<file path="src/fpu_pkg.sv">
// Shared types and helpers for the single-precision arithmetic unit
// Format fields, special constants, request and response layouts

`default_nettype none

package fpu_pkg;

    // ====================
    // Format widths
    // ====================
    localparam int WORD_W = 32;
    localparam int EXP_W  = 8;
    localparam int MANT_W = 23;

    typedef logic [WORD_W-1:0] fp_word_t;
    typedef logic [EXP_W-1:0]  fp_exp_t;
    typedef logic [MANT_W-1:0] fp_mant_t;
    typedef logic [WORD_W-1:0] int_word_t;

    // Special encodings
    localparam fp_exp_t  EXP_MAX  = 8'd255;
    localparam fp_exp_t  EXP_BIAS = 8'd127;
    // Canonical quiet NaN, positive with only the top fraction bit set
    localparam fp_word_t QNAN     = 32'h7fc0_0000;

    typedef enum logic [1:0] {
        OP_ADD = 2'd0,
        OP_SUB = 2'd1,
        OP_MUL = 2'd2,
        OP_CVT = 2'd3
    } fp_op_e;

    // Flag order kept as inexact, invalid, div_zero, overflow, underflow
    typedef struct packed {
        logic inexact;
        logic invalid;
        logic div_zero;
        logic overflow;
        logic underflow;
    } fpu_flags_t;

    typedef struct packed {
        logic is_zero;
        logic is_inf;
        logic is_nan;
        logic is_denorm;
    } fp_class_t;

    typedef struct packed {
        fp_op_e    op;
        fp_word_t  a;
        fp_word_t  b;
        int_word_t a_int;
    } fpu_req_t;

    typedef struct packed {
        fp_word_t   result;
        fpu_flags_t flags;
    } fpu_resp_t;

    // Operand classification from exponent and fraction fields
    function automatic fp_class_t classify(input fp_word_t w);
        fp_class_t c;
        fp_exp_t   e;
        fp_mant_t  m;
        e           = w[MANT_W +: EXP_W];
        m           = w[MANT_W-1:0];
        c.is_zero   = (e == '0) && (m == '0);
        c.is_denorm = (e == '0) && (m != '0);
        c.is_inf    = (e == EXP_MAX) && (m == '0);
        c.is_nan    = (e == EXP_MAX) && (m != '0);
        return c;
    endfunction

endpackage

`default_nettype wire

</file>
<file path="src/fp_addsub.sv">
// Single-precision adder and subtractor, purely combinational
// Round to nearest even, flush to zero when the result gets too small

`timescale 1ns/1ps
`default_nettype none

module fp_addsub
    import fpu_pkg::*;
(
    input  fp_word_t  a,
    input  fp_word_t  b,
    input  logic      sub,
    output fpu_resp_t resp
);

    // Hidden bit, fraction, guard, round and sticky
    localparam int SIG_W = MANT_W + 4;

    fp_class_t        a_cls;
    fp_class_t        b_cls;
    logic             b_sign;
    logic             swap;
    logic             big_sign;
    logic             small_sign;
    fp_exp_t          big_exp;
    fp_exp_t          small_exp;
    fp_exp_t          exp_diff;
    logic [SIG_W-1:0] big_sig;
    logic [SIG_W-1:0] small_sig;
    logic [SIG_W-1:0] small_shift;
    logic [SIG_W-1:0] lost_mask;
    logic [SIG_W-1:0] small_al;
    logic [SIG_W:0]   sum;
    logic [4:0]       lz;
    logic [SIG_W-1:0] norm;
    logic [9:0]       exp_n;
    logic [9:0]       exp_r;
    logic             tiny;
    logic             round_up;
    logic [MANT_W+1:0] rounded;
    fp_mant_t         frac_out;

    assign a_cls  = classify(a);
    assign b_cls  = classify(b);
    assign b_sign = b[WORD_W-1] ^ sub;
    // Magnitude compare works directly on the encoded words
    assign swap   = b[WORD_W-2:0] > a[WORD_W-2:0];

    // ====================
    // Alignment
    // ====================
    always_comb begin
        if (swap) begin
            big_sign   = b_sign;
            big_exp    = b_cls.is_denorm ? fp_exp_t'(1) : b[WORD_W-2:MANT_W];
            big_sig    = {~b_cls.is_denorm, b[MANT_W-1:0], 3'b000};
            small_sign = a[WORD_W-1];
            small_exp  = a_cls.is_denorm ? fp_exp_t'(1) : a[WORD_W-2:MANT_W];
            small_sig  = {~a_cls.is_denorm, a[MANT_W-1:0], 3'b000};
        end else begin
            big_sign   = a[WORD_W-1];
            big_exp    = a_cls.is_denorm ? fp_exp_t'(1) : a[WORD_W-2:MANT_W];
            big_sig    = {~a_cls.is_denorm, a[MANT_W-1:0], 3'b000};
            small_sign = b_sign;
            small_exp  = b_cls.is_denorm ? fp_exp_t'(1) : b[WORD_W-2:MANT_W];
            small_sig  = {~b_cls.is_denorm, b[MANT_W-1:0], 3'b000};
        end
    end

    assign exp_diff    = big_exp - small_exp;
    assign small_shift = small_sig >> exp_diff;
    // Bits shifted out collapse into the sticky position
    assign lost_mask   = ~({SIG_W{1'b1}} << exp_diff);
    assign small_al    = {small_shift[SIG_W-1:1],
                          small_shift[0] | (|(small_sig & lost_mask))};

    // Big side always has the larger magnitude, so no negative result
    assign sum = (big_sign == small_sign) ? {1'b0, big_sig} + {1'b0, small_al}
                                          : {1'b0, big_sig} - {1'b0, small_al};

    // ====================
    // Normalisation
    // ====================
    always_comb begin
        lz = '0;
        // Priority search, the highest set bit wins
        for (int i = 0; i < SIG_W; i++) begin
            if (sum[i]) begin
                lz = 5'(SIG_W - 1 - i);
            end
        end
        if (sum[SIG_W]) begin
            norm  = {sum[SIG_W:2], sum[1] | sum[0]};
            exp_n = {2'b00, big_exp} + 10'd1;
        end else begin
            norm  = sum[SIG_W-1:0] << lz;
            exp_n = {2'b00, big_exp} - {5'd0, lz};
        end
    end

    // Negative or zero exponent after the shift
    assign tiny = exp_n[9] | (exp_n == '0);

    // Round half to even on guard, round and sticky
    assign round_up = norm[2] & (norm[1] | norm[0] | norm[3]);
    assign rounded  = {1'b0, norm[SIG_W-1:3]} + (MANT_W+2)'(round_up);
    assign exp_r    = exp_n + 10'(rounded[MANT_W+1]);
    assign frac_out = rounded[MANT_W+1] ? rounded[MANT_W:1] : rounded[MANT_W-1:0];

    // ====================
    // Result selection
    // ====================
    always_comb begin
        resp = '0;
        if (a_cls.is_nan || b_cls.is_nan) begin
            resp.result        = QNAN;
            resp.flags.invalid = 1'b1;
        end else if (a_cls.is_inf) begin
            if (b_cls.is_inf && (a[WORD_W-1] != b_sign)) begin
                resp.result        = QNAN;
                resp.flags.invalid = 1'b1;
            end else begin
                resp.result = a;
            end
        end else if (b_cls.is_inf) begin
            resp.result = {b_sign, b[WORD_W-2:0]};
        end else if (a_cls.is_zero) begin
            resp.result = {b_sign, b[WORD_W-2:0]};
        end else if (b_cls.is_zero) begin
            resp.result = a;
        end else if (sum == '0) begin
            // Exact cancellation
            resp.result = '0;
        end else if (tiny) begin
            resp.result          = {big_sign, {(WORD_W-1){1'b0}}};
            resp.flags.underflow = 1'b1;
            resp.flags.inexact   = 1'b1;
        end else if (exp_r >= {2'b00, EXP_MAX}) begin
            resp.result         = {big_sign, EXP_MAX, {MANT_W{1'b0}}};
            resp.flags.overflow = 1'b1;
            resp.flags.inexact  = 1'b1;
        end else begin
            resp.result        = {big_sign, exp_r[EXP_W-1:0], frac_out};
            resp.flags.inexact = |norm[2:0];
        end
    end

endmodule

`default_nettype wire

</file>
<file path="src/fp_mul.sv">
// Single-precision multiplier, purely combinational
// Truncated fraction, denormal inputs count as zero

`timescale 1ns/1ps
`default_nettype none

module fp_mul
    import fpu_pkg::*;
(
    input  fp_word_t  a,
    input  fp_word_t  b,
    output fpu_resp_t resp
);

    fp_class_t                a_cls;
    fp_class_t                b_cls;
    logic                     a_zero;
    logic                     b_zero;
    logic                     sign;
    logic [MANT_W:0]          a_sig;
    logic [MANT_W:0]          b_sig;
    logic [2*(MANT_W+1)-1:0]  prod;
    logic [9:0]               exp_sum;
    logic [9:0]               exp_res;
    logic                     too_big;
    logic                     too_small;
    fp_mant_t                 frac;

    assign a_cls  = classify(a);
    assign b_cls  = classify(b);
    assign a_zero = a_cls.is_zero | a_cls.is_denorm;
    assign b_zero = b_cls.is_zero | b_cls.is_denorm;
    assign sign   = a[WORD_W-1] ^ b[WORD_W-1];

    // ====================
    // Significand product
    // ====================
    assign a_sig = {1'b1, a[MANT_W-1:0]};
    assign b_sig = {1'b1, b[MANT_W-1:0]};
    assign prod  = a_sig * b_sig;

    // Product lies in [1, 4), top bit moves the exponent up by one
    assign exp_sum = {2'b00, a[WORD_W-2:MANT_W]} + {2'b00, b[WORD_W-2:MANT_W]}
                   - {2'b00, EXP_BIAS};
    assign exp_res = exp_sum + 10'(prod[2*MANT_W+1]);
    assign frac    = prod[2*MANT_W+1] ? prod[2*MANT_W:MANT_W+1]
                                      : prod[2*MANT_W-1:MANT_W];

    // Bit 9 set means the exponent went negative
    assign too_small = exp_res[9] | (exp_res == '0);
    assign too_big   = ~exp_res[9] & (exp_res >= {2'b00, EXP_MAX});

    // ====================
    // Result selection
    // ====================
    always_comb begin
        resp = '0;
        if (a_cls.is_nan || b_cls.is_nan) begin
            resp.result        = QNAN;
            resp.flags.invalid = 1'b1;
        end else if ((a_zero && b_cls.is_inf) || (a_cls.is_inf && b_zero)) begin
            resp.result        = QNAN;
            resp.flags.invalid = 1'b1;
        end else if (a_cls.is_inf || b_cls.is_inf) begin
            resp.result = {sign, EXP_MAX, {MANT_W{1'b0}}};
        end else if (a_zero || b_zero) begin
            resp.result = {sign, {(WORD_W-1){1'b0}}};
        end else if (too_big) begin
            resp.result         = {sign, EXP_MAX, {MANT_W{1'b0}}};
            resp.flags.overflow = 1'b1;
        end else if (too_small) begin
            resp.result          = {sign, {(WORD_W-1){1'b0}}};
            resp.flags.underflow = 1'b1;
        end else begin
            resp.result = {sign, exp_res[EXP_W-1:0], frac};
        end
    end

endmodule

`default_nettype wire

</file>
<file path="src/int_to_fp.sv">
// Signed 32-bit integer to single-precision conversion
// Fraction is truncated, no flags are produced

`timescale 1ns/1ps
`default_nettype none

module int_to_fp
    import fpu_pkg::*;
(
    input  int_word_t a_int,
    output fp_word_t  result
);

    logic      sign;
    int_word_t mag;
    int_word_t mag_norm;
    logic [4:0] lz;
    fp_exp_t   exp_field;

    assign sign = a_int[WORD_W-1];
    // Most negative input maps onto 2^31 as an unsigned magnitude
    assign mag  = sign ? (~a_int + 1'b1) : a_int;

    // Leading zero count, highest set bit wins
    always_comb begin
        lz = '0;
        for (int i = 0; i < WORD_W; i++) begin
            if (mag[i]) begin
                lz = 5'(WORD_W - 1 - i);
            end
        end
    end

    // Top one lands in bit 31 and becomes the hidden bit
    assign mag_norm  = mag << lz;
    // Bias plus 31 is the exponent of a value with its top one in bit 31
    assign exp_field = EXP_BIAS + fp_exp_t'(WORD_W - 1) - {3'b000, lz};

    assign result = (a_int == '0) ? '0
                                  : {sign, exp_field, mag_norm[WORD_W-2 -: MANT_W]};

endmodule

`default_nettype wire

</file>
<file path="src/fpu_alu.sv">
// Top level of the arithmetic unit
// Selects one datapath by operation and registers the response on start

`timescale 1ns/1ps
`default_nettype none

module fpu_alu
    import fpu_pkg::*;
(
    input  logic      clk,
    input  logic      rst,
    input  logic      start,
    input  fpu_req_t  req,
    output logic      done,
    output fpu_resp_t resp
);

    fpu_resp_t addsub_resp;
    fpu_resp_t mul_resp;
    fpu_resp_t sel_resp;
    fp_word_t  cvt_result;
    logic      sub;

    // Only decode of the operation outside the select
    assign sub = (req.op == OP_SUB);

    // ====================
    // Datapaths
    // ====================
    fp_addsub u_addsub (
        .a    (req.a),
        .b    (req.b),
        .sub  (sub),
        .resp (addsub_resp)
    );

    fp_mul u_mul (
        .a    (req.a),
        .b    (req.b),
        .resp (mul_resp)
    );

    int_to_fp u_cvt (
        .a_int  (req.a_int),
        .result (cvt_result)
    );

    always_comb begin
        case (req.op)
            OP_ADD, OP_SUB: sel_resp = addsub_resp;
            OP_MUL:         sel_resp = mul_resp;
            OP_CVT:         sel_resp = '{result: cvt_result, flags: '0};
            default:        sel_resp = '0;
        endcase
    end

    // ====================
    // Output register
    // ====================
    always_ff @(posedge clk) begin
        if (rst) begin
            done <= 1'b0;
            resp <= '0;
        end else begin
            // One done per accepted start, resp held in between
            done <= start;
            if (start) begin
                resp <= sel_resp;
            end
        end
    end

endmodule

`default_nettype wire

</file>
<file path="config.mk">
export PLATFORM = sky130hd
export DESIGN_NAME = fpu_alu
export DESIGN_NICKNAME = d
export VERILOG_FILES = /design/src/fpu_pkg.sv /design/src/fp_addsub.sv /design/src/fp_mul.sv /design/src/int_to_fp.sv /design/src/fpu_alu.sv
export SDC_FILE = /design/constraint.sdc
export NUM_CORES = 2
export LEC_CHECK = 0
export ABC_AREA = 1
export BUFFER_PORTS_ARGS = -buffer_cell sky130_fd_sc_hd__buf_2
export CAP_MARGIN = 20
export CORE_UTILIZATION = 65
export CTS_CLUSTER_SIZE = 16
export DETAILED_ROUTE_END_ITERATION = 8
export MAX_ROUTING_LAYER = met4
export PLACE_DENSITY = 0.89
export SETUP_SLACK_MARGIN = 0.2
export SLEW_MARGIN = 20
export SYNTH_ARGS = -nofsm -noshare
export SYNTH_HDL_FRONTEND = slang
export SYNTH_SLANG_ARGS = --single-unit
</file>
<file path="constraint.sdc">
create_clock -name clk -period 22.6 [get_ports clk]
set_clock_uncertainty 0.15 [all_clocks]
set_input_delay 3.39 -clock clk [delete_from_list [all_inputs] [get_ports clk]]
set_output_delay 3.39 -clock clk [all_outputs]
set_load 0.01 [all_outputs]
</file>
Word level (Yosys, flattened, before mapping)

Cells that the tools add are included.

Bits in registers: 38
Output and inout bits: 38
Word-level logic and storage cells: 198

Add/subtract/negate cells: 12
Multiply operators: 1
Order comparisons: 3
Eq/ne operators: 7
Shift operators: 4
Multiplexer cells: 117
Bitwise logic cells: 18
Reduce and logical (&&, ||, !) cells: 29

Operators by type and width:

| kind                    | number |
|---|---|
| $mux W32                | 13 |
| $mux W5                 | 59 |
| $mux W31                | 4 |
| $pmux W37 S3            | 1 |
| $mux W27                | 3 |
| $mul A24 B24 Y48        | 1 |
| $logic_not A23 Y1       | 2 |
| $mux W23                | 2 |
| $reduce_bool A23 Y1     | 2 |
| $add A32 B1 Y32 const B | 1 |
| $logic_not A32 Y1       | 1 |
| $mux W8                 | 4 |
| $not A32 Y32            | 1 |
| $shl A32 B5 Y31         | 1 |
| $gt A31 B31 Y1          | 1 |
| $add A27 B27 Y28        | 1 |
| $logic_not A28 Y1       | 1 |
| $mux W28                | 1 |
| $sub A27 B27 Y28        | 1 |
| $and A27 B27 Y27        | 1 |
| $not A27 Y27            | 1 |
| $reduce_or A27 Y1       | 1 |
| $shl A27 B5 Y27         | 1 |
| $shl A27 B8 Y27 const A | 1 |
| other kinds (29)        | 86 |

Longest topological paths before layout

Word-level depth: 56
Mapped depth: 113
Mapped depth without buffers: 107

Hierarchy

A second synthesis with hierarchy kept.

Cell total of the unflattened synthesis: 6047
Area total of the unflattened synthesis: 36975.5 um2

By module, submodules not included:

| module    | times used | cells each | area an instance (um2) | sequential area each (um2) |
|---|---|---|---|---|
| fp_mul    | 1          | 3098       | 21658.3                | 0.0 |
| fp_addsub | 1          | 1911       | 9862.0                 | 0.0 |
| int_to_fp | 1          | 688        | 3294.4                 | 0.0 |
| fpu_alu   | 1          | 350        | 2160.8                 | 760.7 |

Least setup slack after synthesis

Ideal clock, no wire load.

Path kind: input-to-reg
Start point: input req[73] in the netlist's numbering
End point: register resp[5] in the netlist's numbering
Library setup time: 123 ps
Data arrival time: 16410 ps
Path slack: 5917 ps
Cell stages on the path: 105
Cells stage by stage: clkbuf_1 clkbuf_1 inv_1 ha_1 nand2_1 inv_1 nand3_1 nor2_1 nand3_1 nand2_4 buf_2 clkbuf_1 clkbuf_1 clkbuf_1 clkbuf_1 nand2_1 o21ai_0 inv_1 (+69 left out) inv_1 nor2_1 inv_1 o21ai_0 o21ai_0 or4_1 or4_1 nand2_1 nor2_1 nand2_1 inv_1 buf_2 nand3_1 nand2_1 nand2_1 nand2_1 nand2_1 a21oi_2

Word-level cells in the longest chain between the ends: 56
Elaborated cells on any way between the ends: 99
Those cells by class: add/sub (8); mul (1); order compare (3); eq/ne (1); shift (3); mux (54); bitwise (13); reduce/logical (16)

RTL lines:

| element                                                 | line          | source |
|---|---|---|
| from (decl)                                             | fpu_alu.sv:13 | `input fpu_req_t req,` |
| branches (longest 55 deep; another with $gt A31 B31 Y1) | --            |  |
| $pmux W37 S3 (*)                                        | fpu_alu.sv:49 | `case (req.op)` |
| to (signal assigned)                                    | fpu_alu.sv:68 | `resp <= sel_resp;` |
| to (decl)                                               | fpu_alu.sv:15 | `output fpu_resp_t resp` |

Mark *: on every way between the ends. The select of a mux whose other input is x is not followed.
A chain may end at the register's enable or synchronous reset.

Worst setup path in the final report

Start point: input req[69] in the netlist's numbering
End point: register resp[9] in the netlist's numbering

Same word-level chain as after synthesis.

==> metrics.txt <==
run status=finished, final reports clean; die footprint=0.05194 sq mm; Die Width=227.9 microns; I/O pin count=139; Routed WL=114400 microns; total routing usage reported by global routing=0.4545; setup TNS=0 ns; vias in the first global route=33.65k; CTS Root Cell=clkbuf_16; Crit Path Max Fanout=115; Sink Count=37; chip height=227.9 microns; Hold Violations, Final=0; cell area after synthesis=0.03317 sq mm; critical path capture point type=register; postcts setup bufs=0; Hold Crit Class=reg2reg; Layout area overhead=3.282%; Avg Inst Size Synth=6.504 sq um; top post-synthesis cells by area=fa_1 (29%), nand2_1 (15%), inv_1 (12%); Worst R2R Path Depth=2; Worst EP arrival=19.80 ns; clock-pin slew on the worst setup and hold paths=0.06 ns; capturing point of the worst reg2reg path=resp[20]; layout cells sized above 1=0.06338; initial antenna violation count=6; Worst path depth=94; first-pass GRT wire length=181000 microns; worst setup path start=req[69]; CTS H-Tree Depth=2; cts hold-fix bufs=0; top cells by count, synth=nand2_1 (1324), inv_1 (1097), fa_1 (485); CTS tree=yes; Final #Nets=5908; largest net degree at the start of global routing=116; buffers added on ports=137; part of the Yosys area used for sequential elements=0.02233; startpoint type of the worst setup path=primary input; Worst EP required=22.62 ns; grt ovf=0; Post-synth EDFFs=0; initial drt markers=3964; reg2reg start=resp[20]; via count=34.16k; row cnt=82; Yosys reg bits=37; clock buffer depth=2; Syn. warnings=0; post-synth top area share=0.2927; critical path class=in2reg; total of max-cap violations=0; predominant post-synthesis flop cell=dfxtp_1; largest area contributor in the netlist=fa_1; later-pin clock latency in the skew report=0.28 ns; Wirelength per Cell=19.97 microns; r2r setup slk=21.63 ns; Net Count, Synth=5960; Yosys cell types=66; hold path depth=2; f_max=50.56 MHz; Top cell by count, worst path=nand2_1; Multi-input gate area=0.02717 sq mm; fillers=4421; Starting Density=0.6598; min cycle time layout=19.78 ns; Slew HR=0.3138; Final Max Tran Viols=0; Inserted Clock Buffers=5; Slowest Stage Delay on Critical Path=0.73 ns; Worst path top cell family by delay=simple AND/OR/NAND/NOR gates; worst-case hold slack=0.3210 ns; # resized after CTS=0; FFs w/ async S/R, synth=0; Post-DP HPWL=88940 microns; slowest cell on the critical path=nand2_4; DR DRC count=0; Floorplan Core Area=0.05027 sq mm; final setup violation count=0; via density per instance=5.964; Pre-Repair DR Iteration Count=6; GP Congestion=1.122; CP endpoint=resp[9]; worst path buffer plus inverter count=17; RSZ-0062 raised after global routing=false; dominant cell by count in the synthesized netlist=nand2_1; Gate Count Post-Synth=5100; worst slew pin tran=1.019 ns; Detail Route Antenna Nets=0; register area=740.7 sq um; Final Cycle Share=0.8752
[metal layers]
metal	up-vias	part of all wire	GRT usage	wire length [microns]
li1	15540	-	-	-
met1	15950	0.37	0.5612	42130
met2	2173	0.45	0.6997	51020
met3	500	0.12	0.1028	14280
met4	0	0.061	0.2301	6955
met5	-	0	-	0
[worst min path at each step]
stage	endpoint	startpoint
5_1_grt	resp[3]	resp[3]
2_1_floorplan	resp[3]	resp[3]
3_5_place_dp	resp[3]	resp[3]
6_report	resp[3]	resp[3]
4_1_cts	resp[3]	resp[3]
3_3_place_gp	resp[3]	resp[3]
[flip-flops by register name, indices dropped and copies added, names as in the netlist]
| name | flops |
|---|---|
| done | 1 |
| resp | 36 |
[cells in the final DEF (no fill, tap or decap), drive strengths merged, types with 9 or more instances in the layout]
master  instances
nand2        1359
inv          1114
fa            485
nand3         342
o21ai         320
ha            274
nor2          250
a21oi         235
buf           195
xor2           98
nand4          69
nor3           40
dfxtp          37
xnor2          35
a31oi          20
nor4           17
o211ai         16
a221oi         16
or2            14
a211oi         13
o22ai          10
o21a            9
[final cells by class]
type / count / area share
multi-input cells: 3689 / 0.7930
diodes: 6 / 0.0004383
repair buffers: 195 / 0.03272
flip-flops and latches: 37 / 0.02162
well taps: 672 / 0.02454
clock buffers: 5 / 0.003652
inverters: 1120 / 0.1227
clock inverters: 3 / 0.001351
[cell families (layout without fill, tap and decap cells)]
family / count (synthesis) / in the layout / share of synthesized area
mux: 4 / 4 / 0.001207
xor+xnor: 133 / 133 / 0.03512
buf+inv: 1374 / 1323 / 0.1591
compound gates: 689 / 689 / 0.1153
simple gates: 2103 / 2103 / 0.2708
flops: 37 / 37 / 0.02233
fa+ha+maj: 759 / 759 / 0.3961
other cells: 1 / 7 / 0.0001131
[worst min-delay path: stages, from the launching register on]
cell and delay (ns):
dfxtp_1 0.31, nand2_1 0.06, a21oi_1 0.06
[through the flow]
step,area (sq um),utilization,worst slack [ns],cells
final,34260,0.6815,2.821,5727
after detailed placement,34070,0.6778,2.855,5713
after global routing,34260,0.6815,1.149,5727
after floorplan,33170,-,5.917,5100
after global placement,34070,0.6778,3.240,5713
after CTS,34240,0.6812,3.145,5721
Power is left out: the tool's default activity adds up to more than one toggle a clock period on the data nets, which glitch-free logic cannot reach.
